File: config.mk
export PLATFORM = sky130hd
export DESIGN_NAME = rpDriveBank
export DESIGN_NICKNAME = d
export VERILOG_FILES = /design/src/rtl/rpPkg.sv /design/src/rtl/rpDriveBank.sv /design/src/rtl/rpReadMux.sv /design/src/rtl/rpDrive.sv /design/src/rtl/rpTrkSecAddr.sv /design/src/rtl/rpCylAddr.sv /design/src/rtl/rpRegDecode.sv
export VERILOG_INCLUDE_DIRS = /design/src /design/src/include
export SDC_FILE = /design/constraint.sdc
export NUM_CORES = 1
export LEC_CHECK = 0
export BUFFER_PORTS_ARGS = -buffer_cell sky130_fd_sc_hd__buf_4
export CAP_MARGIN = 5
export CORE_MARGIN = 2
export CORE_UTILIZATION = 60
export DETAILED_ROUTE_END_ITERATION = 10
export HOLD_SLACK_MARGIN = 0.02
export PLACE_DENSITY = 0.88
export RECOVER_POWER = 100
export SETUP_SLACK_MARGIN = 0.2
export SYNTH_ARGS = -nofsm -noshare
export SYNTH_HDL_FRONTEND = slang
export SYNTH_HIERARCHICAL = 1
export SYNTH_SLANG_ARGS = --single-unit
File: constraint.sdc
create_clock -name clk -period 3.7 [get_ports clk]
set_input_delay 0.555 -clock clk [delete_from_list [all_inputs] [get_ports clk]]
set_output_delay 0.555 -clock clk [all_outputs]
set_load 0.02 [all_outputs]
File: src/include/rp_macros.svh
/* Bank size, pack geometry, positioning time and register field positions.
   RP_DRV_BITS must be wide enough to address RP_NUM_DRIVES drives */
`ifndef RP_MACROS_SVH
`define RP_MACROS_SVH

//////////////////////////////////////////////////////////////////////
// Bank size
//////////////////////////////////////////////////////////////////////
`define RP_NUM_DRIVES   4
`define RP_DRV_BITS     2

// Pack geometry, counts start at zero
`define RP_SECTORS      20
`define RP_TRACKS       19

// Clocks of ready low after SEEK or RECAL
`define RP_SEEK_CYCLES  8

//////////////////////////////////////////////////////////////////////
// Register field positions
//////////////////////////////////////////////////////////////////////
// CS1
`define RP_CS1_GO       0
`define RP_CS1_FUNC_HI  5
`define RP_CS1_FUNC_LO  1
`define RP_CS1_RDY      7

// DA
`define RP_DA_TRK_HI    12
`define RP_DA_TRK_LO    8
`define RP_DA_SEC_HI    4
`define RP_DA_SEC_LO    0

// DC
`define RP_DC_CYL_HI    9
`define RP_DC_CYL_LO    0

`endif
File: src/rtl/rpPkg.sv
/* Shared types of the RP drive bank. Function codes follow the RH CS1 field;
   ADVANCE borrows the read-data code and only steps the sector address */
`default_nettype none

package rpPkg;

   // Host write word, as wide as the processor word
   typedef logic [35:0] rpData_t;

   // Register read value
   typedef logic [15:0] rpReg_t;

   // Desired cylinder
   typedef logic [9:0] rpCyl_t;

   // CS1 function codes, bits 5:1 of the written word
   typedef enum logic [4:0] {
      funcNop     = 5'd0,
      funcSeek    = 5'd2,
      funcRecal   = 5'd3,
      funcPreset  = 5'd8,
      funcAdvance = 5'd28
   } rpFunc_t;

   // Register select on the host bus
   typedef enum logic [1:0] {
      regCs1 = 2'd0,
      regDa  = 2'd1,
      regDc  = 2'd2
   } rpRegSel_t;

endpackage

`default_nettype wire

File: src/rtl/rpDriveBank.sv
/* Bank of RP_NUM_DRIVES register sets. A write lands at the edge after the one
   that samples the strobe; reads are combinational */
`default_nettype none
`timescale 1ns/1ns

`include "rp_macros.svh"

module rpDriveBank
   import rpPkg::*;
(
   input  wire logic                      clk,
   input  wire logic                      rstN,
   input  wire logic                      wrStrobe,
   input  wire logic [`RP_DRV_BITS-1:0]   wrDrv,
   input  wire rpRegSel_t                 wrReg,
   input  wire rpData_t                   wrData,
   input  wire logic [`RP_DRV_BITS-1:0]   rdDrv,
   input  wire rpRegSel_t                 rdReg,
   output rpReg_t                         rdData,
   output logic [`RP_NUM_DRIVES-1:0]      drvReady
);

   localparam int regBits = $bits(rpReg_t);

   rpData_t                                  wrDataQ;
   logic [`RP_NUM_DRIVES-1:0]                dcWrite;
   logic [`RP_NUM_DRIVES-1:0]                daWrite;
   logic [`RP_NUM_DRIVES-1:0]                preset;
   logic [`RP_NUM_DRIVES-1:0]                recal;
   logic [`RP_NUM_DRIVES-1:0]                seek;
   logic [`RP_NUM_DRIVES-1:0]                advance;
   logic [`RP_NUM_DRIVES*regBits-1:0]        dcAll;
   logic [`RP_NUM_DRIVES*regBits-1:0]        daAll;

   // Host write decode
   rpRegDecode uRegDecode (
      .clk      (clk),
      .rstN     (rstN),
      .wrStrobe (wrStrobe),
      .wrDrv    (wrDrv),
      .wrReg    (wrReg),
      .wrData   (wrData),
      .wrDataQ  (wrDataQ),
      .dcWrite  (dcWrite),
      .daWrite  (daWrite),
      .preset   (preset),
      .recal    (recal),
      .seek     (seek),
      .advance  (advance)
   );

   //////////////////////////////////////////////////////////////////////
   // Drives
   //////////////////////////////////////////////////////////////////////
   for (genvar i = 0; i < `RP_NUM_DRIVES; i++)
   begin : gDrive
      rpDrive uDrive (
         .clk     (clk),
         .rstN    (rstN),
         .wrData  (wrDataQ),
         .dcWrite (dcWrite[i]),
         .daWrite (daWrite[i]),
         .preset  (preset[i]),
         .recal   (recal[i]),
         .seek    (seek[i]),
         .advance (advance[i]),
         .dc      (dcAll[i*regBits +: regBits]),
         .da      (daAll[i*regBits +: regBits]),
         .ready   (drvReady[i])
      );
   end

   // Host read select
   rpReadMux uReadMux (
      .rdDrv    (rdDrv),
      .rdReg    (rdReg),
      .dcAll    (dcAll),
      .daAll    (daAll),
      .readyAll (drvReady),
      .rdData   (rdData)
   );

endmodule

`default_nettype wire

File: src/rtl/rpReadMux.sv
/* Combinational read select. A missing drive or an unused register reads 0 */
`default_nettype none
`timescale 1ns/1ns

`include "rp_macros.svh"

module rpReadMux
   import rpPkg::*;
(
   input  wire logic [`RP_DRV_BITS-1:0]                      rdDrv,
   input  wire rpRegSel_t                                    rdReg,
   input  wire logic [`RP_NUM_DRIVES*$bits(rpReg_t)-1:0]     dcAll,
   input  wire logic [`RP_NUM_DRIVES*$bits(rpReg_t)-1:0]     daAll,
   input  wire logic [`RP_NUM_DRIVES-1:0]                    readyAll,
   output rpReg_t                                            rdData
);

   localparam int regBits = $bits(rpReg_t);

   always_comb
   begin
      rdData = '0;
      // Drive must exist
      if (int'(rdDrv) < `RP_NUM_DRIVES)
      begin
         case (rdReg)
            // Status word holds only ready
            regCs1:  rdData[`RP_CS1_RDY] = readyAll[rdDrv];
            regDa:   rdData = daAll[rdDrv*regBits +: regBits];
            regDc:   rdData = dcAll[rdDrv*regBits +: regBits];
            default: rdData = '0;
         endcase
      end
   end

endmodule

`default_nettype wire

File: src/rtl/rpDrive.sv
/* One drive. SEEK or RECAL holds ready low for RP_SEEK_CYCLES clocks;
   a new SEEK during positioning restarts the timer */
`default_nettype none
`timescale 1ns/1ns

`include "rp_macros.svh"

module rpDrive
   import rpPkg::*;
(
   input  wire logic     clk,
   input  wire logic     rstN,
   input  wire rpData_t  wrData,
   input  wire logic     dcWrite,
   input  wire logic     daWrite,
   input  wire logic     preset,
   input  wire logic     recal,
   input  wire logic     seek,
   input  wire logic     advance,
   output rpReg_t        dc,
   output rpReg_t        da,
   output logic          ready
);

   localparam int timerBits = $clog2(`RP_SEEK_CYCLES + 1);

   logic [timerBits-1:0]  timer;
   logic                  clearAddr;
   logic                  cylCarry;

   //////////////////////////////////////////////////////////////////////
   // Positioning timer
   //////////////////////////////////////////////////////////////////////
   always_ff @(posedge clk)
   begin
      if (!rstN)
         timer <= '0;
      else if (seek || recal)
         timer <= timerBits'(`RP_SEEK_CYCLES);
      else if (timer != '0)
         timer <= timer - 1'b1;
   end

   // Ready whenever the heads are not moving
   assign ready = (timer == '0);

   // Both functions zero the address
   assign clearAddr = preset || recal;

   //////////////////////////////////////////////////////////////////////
   // Address registers
   //////////////////////////////////////////////////////////////////////
   rpCylAddr uCylAddr (
      .clk    (clk),
      .rstN   (rstN),
      .wrData (wrData),
      .clear  (clearAddr),
      .load   (dcWrite),
      .inc    (cylCarry),
      .ready  (ready),
      .dc     (dc)
   );

   // Track/sector wrap steps the cylinder
   rpTrkSecAddr uTrkSecAddr (
      .clk      (clk),
      .rstN     (rstN),
      .wrData   (wrData),
      .clear    (clearAddr),
      .load     (daWrite),
      .advance  (advance),
      .ready    (ready),
      .da       (da),
      .cylCarry (cylCarry)
   );

endmodule

`default_nettype wire

File: src/rtl/rpTrkSecAddr.sv
/* Desired track and sector. Out-of-range loads are kept as written;
   cylCarry is combinational and only valid in the advancing cycle */
`default_nettype none
`timescale 1ns/1ns

`include "rp_macros.svh"

module rpTrkSecAddr
   import rpPkg::*;
(
   input  wire logic     clk,
   input  wire logic     rstN,
   input  wire rpData_t  wrData,
   input  wire logic     clear,
   input  wire logic     load,
   input  wire logic     advance,
   input  wire logic     ready,
   output rpReg_t        da,
   output logic          cylCarry
);

   logic [`RP_DA_TRK_HI:`RP_DA_TRK_LO]  trk;
   logic [`RP_DA_SEC_HI:`RP_DA_SEC_LO]  sec;
   logic                                step;
   logic                                secWrap;
   logic                                trkWrap;

   // Advance ignored while positioning
   assign step    = advance && ready && !clear;
   // Last sector of a track
   assign secWrap = (sec == `RP_SECTORS - 1);
   // Last track of a cylinder
   assign trkWrap = (trk == `RP_TRACKS - 1);

   // Step off the end of the cylinder
   assign cylCarry = step && secWrap && trkWrap;

   //////////////////////////////////////////////////////////////////////
   // Address register
   //////////////////////////////////////////////////////////////////////
   always_ff @(posedge clk)
   begin
      if (!rstN || clear)
      begin
         trk <= '0;
         sec <= '0;
      end
      else if (load && ready)
      begin
         trk <= wrData[`RP_DA_TRK_HI:`RP_DA_TRK_LO];
         sec <= wrData[`RP_DA_SEC_HI:`RP_DA_SEC_LO];
      end
      else if (step)
      begin
         if (secWrap)
         begin
            sec <= '0;
            // Next track, or back to track zero
            trk <= trkWrap ? '0 : trk + 1'b1;
         end
         else
            sec <= sec + 1'b1;
      end
   end

   // Fields placed as in the DA register
   always_comb
   begin
      da = '0;
      da[`RP_DA_TRK_HI:`RP_DA_TRK_LO] = trk;
      da[`RP_DA_SEC_HI:`RP_DA_SEC_LO] = sec;
   end

endmodule

`default_nettype wire

File: src/rtl/rpCylAddr.sv
/* Desired cylinder. Clear wins, a load needs ready, an increment wraps at 1024 */
`default_nettype none
`timescale 1ns/1ns

`include "rp_macros.svh"

module rpCylAddr
   import rpPkg::*;
(
   input  wire logic     clk,
   input  wire logic     rstN,
   input  wire rpData_t  wrData,
   input  wire logic     clear,
   input  wire logic     load,
   input  wire logic     inc,
   input  wire logic     ready,
   output rpReg_t        dc
);

   rpCyl_t cyl;

   // Clear first
   // Loads ignored while positioning
   always_ff @(posedge clk)
   begin
      if (!rstN || clear)
         cyl <= '0;
      else if (load && ready)
         cyl <= wrData[`RP_DC_CYL_HI:`RP_DC_CYL_LO];
      else if (inc)
         cyl <= cyl + 1'b1;   // carry from track/sector
   end

   // Upper bits read as zero
   assign dc = rpReg_t'(cyl);

endmodule

`default_nettype wire

File: src/rtl/rpRegDecode.sv
/* Host writes land one clock later as per-drive pulses and wrDataQ.
   Out-of-range drives and CS1 writes without GO produce no pulse */
`default_nettype none
`timescale 1ns/1ns

`include "rp_macros.svh"

module rpRegDecode
   import rpPkg::*;
(
   input  wire logic                      clk,
   input  wire logic                      rstN,
   input  wire logic                      wrStrobe,
   input  wire logic [`RP_DRV_BITS-1:0]   wrDrv,
   input  wire rpRegSel_t                 wrReg,
   input  wire rpData_t                   wrData,
   output rpData_t                        wrDataQ,
   output logic [`RP_NUM_DRIVES-1:0]      dcWrite,
   output logic [`RP_NUM_DRIVES-1:0]      daWrite,
   output logic [`RP_NUM_DRIVES-1:0]      preset,
   output logic [`RP_NUM_DRIVES-1:0]      recal,
   output logic [`RP_NUM_DRIVES-1:0]      seek,
   output logic [`RP_NUM_DRIVES-1:0]      advance
);

   logic                       drvValid;
   logic [`RP_NUM_DRIVES-1:0]  drvHot;
   logic                       csGo;
   logic [4:0]                 funcCode;

   // Only drive numbers that exist
   assign drvValid = (int'(wrDrv) < `RP_NUM_DRIVES);

   // One-hot drive select, empty when no strobe
   always_comb
   begin
      drvHot = '0;
      if (wrStrobe && drvValid)
         drvHot[wrDrv] = 1'b1;
   end

   // CS1 function field
   assign funcCode = wrData[`RP_CS1_FUNC_HI:`RP_CS1_FUNC_LO];
   // Functions act only with GO
   assign csGo     = (wrReg == regCs1) && wrData[`RP_CS1_GO];

   //////////////////////////////////////////////////////////////////////
   // Pulse registers
   //////////////////////////////////////////////////////////////////////
   always_ff @(posedge clk)
   begin
      if (!rstN)
      begin
         dcWrite <= '0;
         daWrite <= '0;
         preset  <= '0;
         recal   <= '0;
         seek    <= '0;
         advance <= '0;
      end
      else
      begin
         dcWrite <= (wrReg == regDc) ? drvHot : '0;
         daWrite <= (wrReg == regDa) ? drvHot : '0;
         // NOP and unknown codes fall through to no pulse
         preset  <= (csGo && funcCode == funcPreset)  ? drvHot : '0;
         recal   <= (csGo && funcCode == funcRecal)   ? drvHot : '0;
         seek    <= (csGo && funcCode == funcSeek)    ? drvHot : '0;
         advance <= (csGo && funcCode == funcAdvance) ? drvHot : '0;
      end
   end

   // Write data held for the drives
   always_ff @(posedge clk)
   begin
      if (wrStrobe)
         wrDataQ <= wrData;
   end

endmodule

`default_nettype wire

Word level (Yosys, flattened, before mapping)
Cells that the tools add are included.
{"block": "totals", "ff_bits": 133, "in_bits": 47}
{"block": "op_classes", "add_sub_neg": 16, "n_lt_le_gt_ge": 3, "n_eq_ne": 16, "shift": 2, "n_mux": 52, "bitwise": 1, "n_reduce_logical": 87}
{"operator": "$mux 5", "n": 28}
{"operator": "$shiftx 64x7->16", "n": 2}
{"operator": "$mux 10", "n": 8}
{"operator": "$eq 5x5->1 const B", "n": 9}
{"operator": "$add 10x1->10 const B", "n": 4}
{"operator": "$add 5x1->5 const B", "n": 8}
{"operator": "$mux 4", "n": 9}
{"operator": "$reduce_bool 2->1", "n": 16}
{"operator": "$logic_and 1x1->1", "n": 30}
{"operator": "$reduce_and 2->1", "n": 10}
{"operator": "$logic_not 4->1", "n": 4}
{"operator": "$pmux 8 s2", "n": 1}
{"operator": "$reduce_bool 4->1", "n": 4}
{"operator": "$sub 4x1->4 const B", "n": 4}
{"operator": "$pmux 7 s2", "n": 1}
{"operator": "$logic_or 1x1->1", "n": 12}
{"operator": "$eq 5x2->1 const B", "n": 2}
{"operator": "$reduce_or 2->1", "n": 4}
{"operator": "$lt 2x3->1 const B", "n": 2}
{"operator": "$eq 5x4->1 const B", "n": 1}
{"operator": "$logic_not 1->1", "n": 5}
{"operator": "$eq 2x1->1 const B", "n": 2}
{"operator": "$eq 2x2->1 const B", "n": 2}
{"operator": "$logic_not 2->1", "n": 2}
{"operator": "6 further kinds", "n": 7}

Depth between registers and ports, before layout
Gate-level depths: netlist (run 1).
{"block": "depth", "ltp_word": 7, "mapped_depth": 9, "ltp_nobuf": 8}

Hierarchy
Netlist (run 1), hierarchy kept.
{"module": "rpTrkSecAddr", "instances": 4, "cells_each": 90, "area_each_um2": 703.2, "seq_area_each_um2": 200.2}
{"module": "rpCylAddr", "instances": 4, "cells_each": 70, "area_each_um2": 598.1, "seq_area_each_um2": 200.2}
{"module": "rpRegDecode", "instances": 1, "cells_each": 100, "area_each_um2": 1813.0, "seq_area_each_um2": 1561.5}
{"module": "rpReadMux", "instances": 1, "cells_each": 91, "area_each_um2": 1178.6, "seq_area_each_um2": 0.0}
{"module": "rpDrive", "instances": 4, "cells_each": 22, "area_each_um2": 209.0, "seq_area_each_um2": 80.1}

Worst setup path after synthesis (run 1)
OpenSTA, ideal clock, no wires.
{"block": "synth_timing", "kind": "register -> register", "from": "reg gDrive[2].uDrive.timer[0]", "to": "reg gDrive[2].uDrive.uCylAddr.cyl[7]", "setup_time_ns": 0.074, "arrival_time_ns": 2.411, "required_ns": 3.626, "slack_ns": 1.215, "path_stages_with_launch": 10, "path_buffers": 1, "cell_sequence": "dfxtp_1 > inv_1 > ha_1 > nor3b_4 > nand3b_1 > nor2_1 > buf_6 > nand4_4 > or4_1 > a31oi_1"}
{"block": "synth_via", "elab_chain_len": 6, "word_cells_on_any_way": 8}
{"element": "start: declaration", "line_no": "rpDrive.sv:27", "text": "logic [timerBits-1:0] timer;"}
{"element": "start signal: assignment", "line_no": "rpDrive.sv:39", "text": "timer <= timerBits'(`RP_SEEK_CYCLES);"}
{"element": "start signal: assignment", "line_no": "rpDrive.sv:41", "text": "timer <= timer - 1'b1;"}
{"element": "$logic_not 4->1", "line_no": "rpDrive.sv:45", "text": "assign ready = (timer == '0);"}
{"element": "named net drvReady[2]", "line_no": "rpDriveBank.sv:20", "text": "output logic [`RP_NUM_DRIVES-1:0] drvReady"}
{"element": "$logic_and 1x1->1 (2 in series)", "line_no": "rpTrkSecAddr.sv:29", "text": "assign step = advance && ready && !clear;"}
{"element": "$logic_and 1x1->1 (2 in series)", "line_no": "rpTrkSecAddr.sv:36", "text": "assign cylCarry = step && secWrap && trkWrap;"}
{"element": "named net gDrive[2].uDrive.cylCarry", "line_no": "rpDrive.sv:29", "text": "logic cylCarry;"}
{"element": "$reduce_bool 2->1 (no source line)"}
{"element": "end signal: assignment", "line_no": "rpCylAddr.sv:29", "text": "cyl <= wrData[`RP_DC_CYL_HI:`RP_DC_CYL_LO];"}
{"element": "end signal: assignment", "line_no": "rpCylAddr.sv:31", "text": "cyl <= cyl + 1'b1;"}
{"element": "end: declaration", "line_no": "rpCylAddr.sv:20", "text": "rpCyl_t cyl;"}
The timed path passes the listed nets, and every way through them passes these cells.
A chain may end at the register's enable or synchronous reset.

Final worst setup path (run 1)
{"block": "layout_timing", "from": "in rdDrv[0]", "to": "out rdData[0]"}
{"block": "layout_via", "elab_chain_len": 2, "word_cells_on_any_way": 3}
{"element": "start: declaration", "line_no": "rpDriveBank.sv:17", "text": "input wire logic [`RP_DRV_BITS-1:0] rdDrv,"}
{"element": "$shiftx 64x7->16 (on tied branches)", "line_no": "rpReadMux.sv:30, rpReadMux.sv:29"}
{"element": "$pmux 7 s2 (*)", "line_no": "rpReadMux.sv:26", "text": "case (rdReg)"}
{"element": "end: declaration", "line_no": "rpDriveBank.sv:19", "text": "output rpReg_t rdData,"}
Every way passes the cells marked *; elsewhere a longest branch is shown, timed or not.

==> results of run 1 <==
-- critical path, stage by stage --
cell	delay [ps]
clkbuf_2	780
mux4_1	680
a22oi_1	290
nor2b_1	90
clkbuf_1	180
-- routing by layer --
layer	global-route usage, %	wire length [um]	up-vias
met5	0	0	-
met4	12.4	582	0
met3	5.57	2100	58
met2	48.3	10100	401
met1	38.2	8740	3462
li1	-	-	3373
-- final cells by class --
cell class                      count  area (sq um)
Fill cell                        1093          4790
Clock inverter                     15           176
Sequential cell                   133          2790
Inverter                           19          71.3
Tap cell                          180           225
Timing Repair Buffer               44           245
Clock buffer                       17           425
Multi-Input combinational cell    707          4990
-- flip-flops by register name, indices dropped and copies added (netlist names) --
name,cells
gDrive.uDrive/uCylAddr/cyl,40
gDrive.uDrive/uTrkSecAddr/sec,20
gDrive.uDrive/uTrkSecAddr/trk,20
gDrive.uDrive/timer,16
uRegDecode/wrDataQ,13
uRegDecode/advance,4
uRegDecode/daWrite,4
uRegDecode/dcWrite,4
uRegDecode/preset,4
uRegDecode/recal,4
uRegDecode/seek,4
-- power groups by stage --
stage | clock network [W] | registers, W | logic, W
finish | 0.00172 | 0.00167 | 0.000914
global route | 0.00179 | 0.00168 | 0.000986
CTS | 0.00174 | 0.00168 | 0.000971
detailed placement | 0 | 0.00170 | 0.000952
global placement | 0 | 0.00170 | 0.000923
floorplan | 0 | 0.00166 | 0.000681
-- final timing paths --
check,start,endpoint,slack (ps),cells past startpoint
setup reg to reg,gDrive[1].uDrive/timer[0]$_SDFFE_PP0N_,gDrive[1].uDrive/uCylAddr/cyl[9]$_SDFFE_PP0P_,680,8
hold / removal,wrData[9],uRegDecode/wrDataQ[9]$_DFFE_PP_,310,1
setup / recovery,rdDrv[0],rdData[0],550,5
hold reg to reg,gDrive[0].uDrive/timer[1]$_SDFFE_PP0N_,gDrive[0].uDrive/timer[1]$_SDFFE_PP0N_,490,2
-- through the flow --
| stage | instance area, sq um | setup slack (ps) |
|---|---|---|
| floorplan | 8490 | 1210 |
| global placement | 8500 | 965 |
| detailed placement | 8500 | 950 |
| CTS | 9100 | 698 |
| global route | 8920 | 430 |
| finish | 8920 | 553 |
==> impl_results.md, run 1 <==
- Worst hold path type: in2reg
- # diodes: 0
- Syn Inst Count: 896
- Final wirelength: 21.5 mm
- First-pass GRT wire length: 33.3 mm
- Pwr dens: 482 nW/um^2
- Routability congestion estimate: 0.992
- Yosys warns: 6
- Peak ir drop on the vdd network: 0.000545 V
- Synth-to-layout area growth: 6.99%
- CP arrival: 2590 ps
- Port Buf Inserts: 40
- Number of global-route vias before repair: 6672
- Clock skew: 8.96 ps
- Sw Ratio: 31.1%
- Outcome: finished clean
- Clock network power share: 40.0%
- Seq pwr share: 38.8%
- Max Clock Freq: 318 MHz
- Final Slew Violations: 0
- Initial antenna violation count: 0
- # DRC: 0
- RSZ-0062 raised after global routing: no
- # setup viols final: 0
- Max-cap violations: 0
- Pleak: 3.06 nW
- Final nets: 993
- CTS root buffer: clkbuf_16
- Worst Path Required: 3140 ps
- Rel. slew slack: 29.1%
- CTS Hold Buffers Added: 0
- Grt total ovfl: 0
- Switching power: 0.00134 W
- Vias: 7294
- Post_cts resized: 0
- Routed Antenna Nets: 0
- CP max FO: 35
- DIE WIDTH: 122 um
- Total GRT Usage: 29.5%
- Commonest non-fill, non-tap cell in the layout: dfxtp_1
- Crit. End Element: output pin
- Hold WS: 315 ps
- Fin Setup TNS: 0 ps
- Most frequent cells in the layout: 120 x dfxtp_1, 64 x nor2_1, 56 x o21ai_0, 52 x a21oi_1, 50 x nand2_1
- Sinks on Clock Net: 133
- Clk slew on worst S/H paths: 60 ps
- Num CTS Buffers: 17
- Core area: 13700 sq um
- Worst-Skew Late Latency: 430 ps
- DIE AREA: 14900 sq um
- Post-CTS Setup Bufs: 0
- Period utilization: 85.1%
- I/O pin cnt: 67
- Row cnt: 43
- Fin util: 65.1%
- Internal power: 0.00297 W
- Final min period: 3150 ps
- Wirelength per Cell: 19.3 um
- Clk buf depth: 2
- Placed cell count: 1083
- Comb power frac: 21.2%
- Post-DP HPWL: 15.0 mm
- H-tree depth: 4
- Initial Utilization: 60.8%
- Kind of critical path: in2out
- DRT Pass-1 Iters: 5
- Worst Max-Slew Pin Slew: 1060 ps
- Crit path launch type: primary input
- Final Hold Viols: 0
- Largest net degree at the start of global routing: 36
- Overall die height: 122 um
- CTS tree: built
- 1st-iter DRT viols: 774
- Mapped Area: 8340 sq um
- Share of cells above drive strength 1: 10.4%
- Total power: 0.00431 W
- Syn avg cell area: 9.31 sq um
- Layout Cells excl Fill: 1115
- DR vias/cell: 6.54
(Power assumes the default switching activity.)
==> inputs of run 2 (changes only) <==
--- a/config.mk
+++ b/config.mk
@@ -12,4 +12,5 @@
 export CORE_UTILIZATION = 60
 export DETAILED_ROUTE_END_ITERATION = 10
+export GPL_ROUTABILITY_DRIVEN = 0
 export HOLD_SLACK_MARGIN = 0.02
 export PLACE_DENSITY = 0.88
==> constraint.sdc (replaced) <==
create_clock -name clk -period 3.7 [get_ports clk]
set_input_delay 0.74 -clock clk [delete_from_list [all_inputs] [get_ports clk]]
set_output_delay 0.74 -clock clk [all_outputs]
set_load 0.02 [all_outputs]
==> impl_results.md, run 2 (synthesis gave the netlist of run 1 again) <==
- Outcome: finished clean
- CTS root buffer: clkbuf_16
- Crit. End Element: output pin
- # DRC: 0
- DIE WIDTH: 122 um
- Kind of critical path: reg2out
- DRT Pass-1 Iters: 6
- Overall die height: 122 um
- Num CTS Buffers: 17
- CP peak stage delay: 390 ps
- Cell Area, Placed: 8540 sq um
- Biggest regs: gDrive.uDrive/uCylAddr/cyl: 40 flops, gDrive.uDrive/uTrkSecAddr/sec: 20 flops, gDrive.uDrive/uTrkSecAddr/trk: 20 flops
- # setup viols final: 0
- # diodes: 0
- Row cnt: 43
- CTS Hold Buffers Added: 0
- Synth-to-layout area growth: 6.75%
- First-pass GRT wire length: 33.3 mm
- Max-cap violations: 0
- Fin Setup TNS: 0 ps
- Crit path launch type: register
- Pleak: 3.04 nW
- Post-DP HPWL: 15.1 mm
- DR vias/cell: 6.48
- Worst-Skew Late Latency: 430 ps
- Vias: 7254
- Flop2flop setup slack: 550 ps
- Period utilization: 86.9%
- Pwr dens: 464 nW/um^2
- Clock network power share: 38.0%
- Wirelength per Cell: 18.8 um
- Fin util: 64.9%
- Sw Ratio: 31.5%
- Hold path start: gDrive[3].uDrive/timer[1]$_SDFFE_PP0N_
- Internal power: 0.00283 W
- Final Slew Violations: 0
- Comb power frac: 21.6%
- 1st-iter DRT viols: 1139
- Final Hold Viols: 0
- Total GRT Usage: 29.2%
- Final instance area: 8900 sq um
- Slowest CP cell: clkbuf_1
- Commonest non-fill, non-tap cell in the layout: dfxtp_1
- Post-CTS Setup Bufs: 0
- Routed Antenna Nets: 0
- Max FFs per register: 40
- I/O pin cnt: 67
- Critical path, cell by cell: inv_1 > ha_1 > nor3b_1 > clkbuf_1 > mux2_1 > nand3_1 > a41oi_1 > buf_4
- CP arrival: 2480 ps
- Largest net degree at the start of global routing: 36
- Core area: 13700 sq um
- CP max FO: 6
- Share of cells above drive strength 1: 10.1%
- Reg-to-reg endpoint: gDrive[3].uDrive/uCylAddr/cyl[9]$_SDFFE_PP0P_
- Critical R2R Launch: gDrive[3].uDrive/timer[0]$_SDFFE_PP0N_
- Worst hold path type: reg2reg
- Grt total ovfl: 0
- Reg with most FFs: gDrive.uDrive/uCylAddr/cyl
- Post_cts resized: 0
- Number of global-route vias before repair: 6741
- Worst Path Required: 2960 ps
- Peak ir drop on the vdd network: 0.000584 V
- Clock skew: 12.1 ps
- Clk slew on worst S/H paths: 60 ps
- FF-to-FF path depth: 10
- Clk buf depth: 2
- Hold path depth: 2
- H-tree depth: 4
- Most frequent cells in the layout: 120 x dfxtp_1, 64 x nor2_1, 56 x o21ai_0, 52 x a21oi_1, 50 x nand2_1
- RSZ-0062 raised after global routing: no
- Switching power: 0.00130 W
- Final nets: 998
- Worst Hold End: gDrive[3].uDrive/timer[1]$_SDFFE_PP0N_
- Final min period: 3220 ps
- Rel. slew slack: 37.8%
- CTS tree: built
- Initial Utilization: 60.8%
- Worst Max-Slew Pin Slew: 933 ps
- Max Clock Freq: 311 MHz
- Seq pwr share: 40.4%
- Final wirelength: 21.1 mm
- Initial antenna violation count: 0
- Port Buf Inserts: 40
- Sinks on Clock Net: 133
- DIE AREA: 14900 sq um
-- run 2: cell types whose count changed in the layout (fill, tap and decap cells not counted), sizes merged --
cell,delta
clkbuf,+11
bufinv,-3
buf,-1
inv,-2
clkinvlp,-1
clkinv,+1
-- run 2: how the worst max path moves through the flow --
stage                                      startpoint                                            end  slack (ps)  cells past startpoint
6_report       gDrive[3].uDrive/timer[0]$_SDFFE_PP0N_                                      rdData[7]         480                      8
5_1_grt        gDrive[3].uDrive/timer[0]$_SDFFE_PP0N_  gDrive[3].uDrive/uCylAddr/cyl[7]$_SDFFE_PP0P_         270                     10
4_1_cts                                      rdDrv[0]                                      rdData[0]         600                      5
3_5_place_dp                                 rdDrv[0]                                      rdData[0]         600                      5
3_3_place_gp                                 rdDrv[0]                                      rdData[0]         610                      5
2_1_floorplan                                rdReg[0]                                      rdData[7]         950                      6
-- run 2: power by group through the flow --
stage	clock [W]	sequential (W)	combinational (W)
floorplan	0	0.00166	0.000681
global placement	0	0.00170	0.000934
detailed placement	0	0.00170	0.000963
CTS	0.00159	0.00167	0.000970
global route	0.00166	0.00168	0.000975
finish	0.00157	0.00167	0.000891
-- run 2: through the flow --
stage | total power (W) | hold slack, ps | setup slack, ps | std cells
floorplan | 0.00235 | 456 | 949 | 936
global route | 0.00431 | 489 | 275 | 1120
detailed placement | 0.00267 | 474 | 605 | 1088
CTS | 0.00423 | 471 | 604 | 1120
finish | 0.00413 | 490 | 484 | 1120
global placement | 0.00263 | 464 | 608 | 1088
-- run 2: routing by layer --
layer  wire [um]  up-vias  global-route usage (%)
li1            -     3394                       -
met1        8900     3508                    39.4
met2        9730      318                    46.1
met3        2040       34                    7.16
met4         424        0                    9.55
met5           0        -                       0
-- run 2: cell type report --
cell class / count / area (sq um)
well taps: 180 / 225
multi-input cells: 707 / 5000
fillers: 1100 / 4810
inverters: 19 / 71.3
flip-flops and latches: 133 / 2790
repair buffers: 49 / 259
clock inverters: 10 / 71.3
clock buffers: 22 / 485
-- run 2: worst max-delay path: cells and delay by family, from the launching register on --
family,cells,cell delay (ps)
adder cells (fa/ha/maj),1,210
AO/OA/AOI/OAI,1,240
multiplexers,1,240
buffers and inverters,3,650
flip-flops,1,320
AND/OR/NAND/NOR,2,380
==> inputs of run 3 (changes only) <==
Settings changed: RECOVER_POWER 100 to 50.
==> impl_results.md, run 3 (synthesis gave the netlist of run 1 again) <==
- Outcome: finished clean
- Pwr dens: 462 nW/um^2
- Worst Path Required: 2960 ps
- Crit. End Element: output pin
- DRT Pass-1 Iters: 6
- Post-DP HPWL: 15.1 mm
- Max-cap violations: 0
- Routed Antenna Nets: 0
- Worst-Skew Late Latency: 430 ps
- DIE AREA: 14900 sq um
- Final wirelength: 21.1 mm
- Overall die height: 122 um
- Final Hold Viols: 0
- Synth-to-layout area growth: 8.23%
- Total power: 0.00417 W
- Post_cts resized: 0
- CTS tree: built
- Final nets: 998
- Rel. slew slack: 37.5%
- Pleak: 3.18 nW
- CP max FO: 6
- DIE WIDTH: 122 um
- Max FFs per register: 40
- Placed cell count: 1088
- Share of cells above drive strength 1: 12.4%
- Initial Utilization: 60.8%
- # diodes: 0
- 1st-iter DRT viols: 1103
- Worst Max-Slew Pin Slew: 937 ps
- Clock skew: 11.6 ps
- Layout Cells excl Fill: 1120
- Multi-input gate area: 5060 sq um
- Register Area: 2790 sq um
- Fillers: 1084
- I/O pin cnt: 67
- Num CTS Buffers: 17
- Clk slew on worst S/H paths: 60 ps
- RSZ-0062 raised after global routing: no
- Row cnt: 43
- Commonest non-fill, non-tap cell in the layout: dfxtp_1
- Reg with most FFs: gDrive.uDrive/uCylAddr/cyl
- Most frequent cells in the layout: 120 x dfxtp_1, 64 x nor2_1, 56 x o21ai_0, 52 x a21oi_1, 50 x nand2_1
- Number of global-route vias before repair: 6741
- Period utilization: 87.6%
- CP arrival: 2500 ps
- # DRC: 0
- Kind of critical path: reg2out
- DR vias/cell: 6.49
- Worst hold path type: reg2reg
- Fin Setup TNS: 0 ps
- Peak ir drop on the vdd network: 0.000617 V
- Final Slew Violations: 0
- Port Buf Inserts: 40
- Initial antenna violation count: 0
- Largest net degree at the start of global routing: 36
- First-pass GRT wire length: 33.3 mm
- CTS Hold Buffers Added: 0
- Wirelength per Cell: 18.8 um
- Core area: 13700 sq um
- # setup viols final: 0
- Post-CTS Setup Bufs: 0
- H-tree depth: 4
- Final min period: 3240 ps
- Biggest regs: gDrive.uDrive/uCylAddr/cyl: 40 flops, gDrive.uDrive/uTrkSecAddr/sec: 20 flops, gDrive.uDrive/uTrkSecAddr/trk: 20 flops
- Clk buf depth: 2
- Grt total ovfl: 0
- Total GRT Usage: 29.2%
- Sinks on Clock Net: 133
- CTS root buffer: clkbuf_16
- Vias: 7265
- Max Clock Freq: 308 MHz
- Crit path launch type: register
[run 3: cell types whose count changed in the layout (fill, tap and decap cells not counted), sizes merged]
cell    previous run  this run
buf               13        30
clkbuf            58        41
[run 3: layout make-up]
class                      instances  share of cell area (%)
multi-input combinational        707                    56.0
clock buffer                      22                    5.38
inverter                          19                   0.790
tap                              180                    2.49
timing repair buffer              49                    3.58
clock inverter                    10                   0.790
sequential                       133                    30.9
[run 3: worst max-delay path, stage by stage, from the launching register on]
cell      delay (ps)
dfxtp_1          320
inv_1             90
ha_1             210
nor3b_1          280
clkbuf_1         400
mux2_2           260
nand3_1           90
a41oi_1          240
buf_4            170
[run 3: report_power, final]
part	internal, W	switching [W]	total (W)
Combinational	0.000377	0.000550	0.000927
Clock	0.000933	0.000641	0.00157
Sequential	0.00155	0.000118	0.00167
[run 3: per-stage QoR]
stage | cell area, sq um | setup slack, ps | hold slack, ps | utilization (%)
4_1_cts | 9100 | 604 | 471 | 66.3
5_1_grt | 9030 | 292 | 489 | 65.8
3_5_place_dp | 8540 | 605 | 474 | 62.2
2_1_floorplan | 8490 | 949 | 456 | -
6_report | 9030 | 458 | 489 | 65.8
3_3_place_gp | 8540 | 608 | 464 | 62.2
[run 3: worst paths after layout]
check | slack [ps] | cells after the start | end | from
worst min-delay path | 490 | 2 | gDrive[3].uDrive/timer[1]$_SDFFE_PP0N_ | gDrive[3].uDrive/timer[1]$_SDFFE_PP0N_
worst max register to register | 650 | 10 | gDrive[3].uDrive/uCylAddr/cyl[9]$_SDFFE_PP0P_ | gDrive[3].uDrive/timer[0]$_SDFFE_PP0N_
worst min register to register | 490 | 2 | gDrive[3].uDrive/timer[1]$_SDFFE_PP0N_ | gDrive[3].uDrive/timer[1]$_SDFFE_PP0N_
worst max-delay path | 460 | 8 | rdData[7] | gDrive[3].uDrive/timer[0]$_SDFFE_PP0N_
[run 3: per-layer routing]
layer	vias to the layer above	wire (um)	GRT usage [%]
met5	-	0	0
met3	45	2380	7.16
met1	3445	8650	39.4
li1	3386	-	-
met2	389	9620	46.1
met4	0	429	9.55
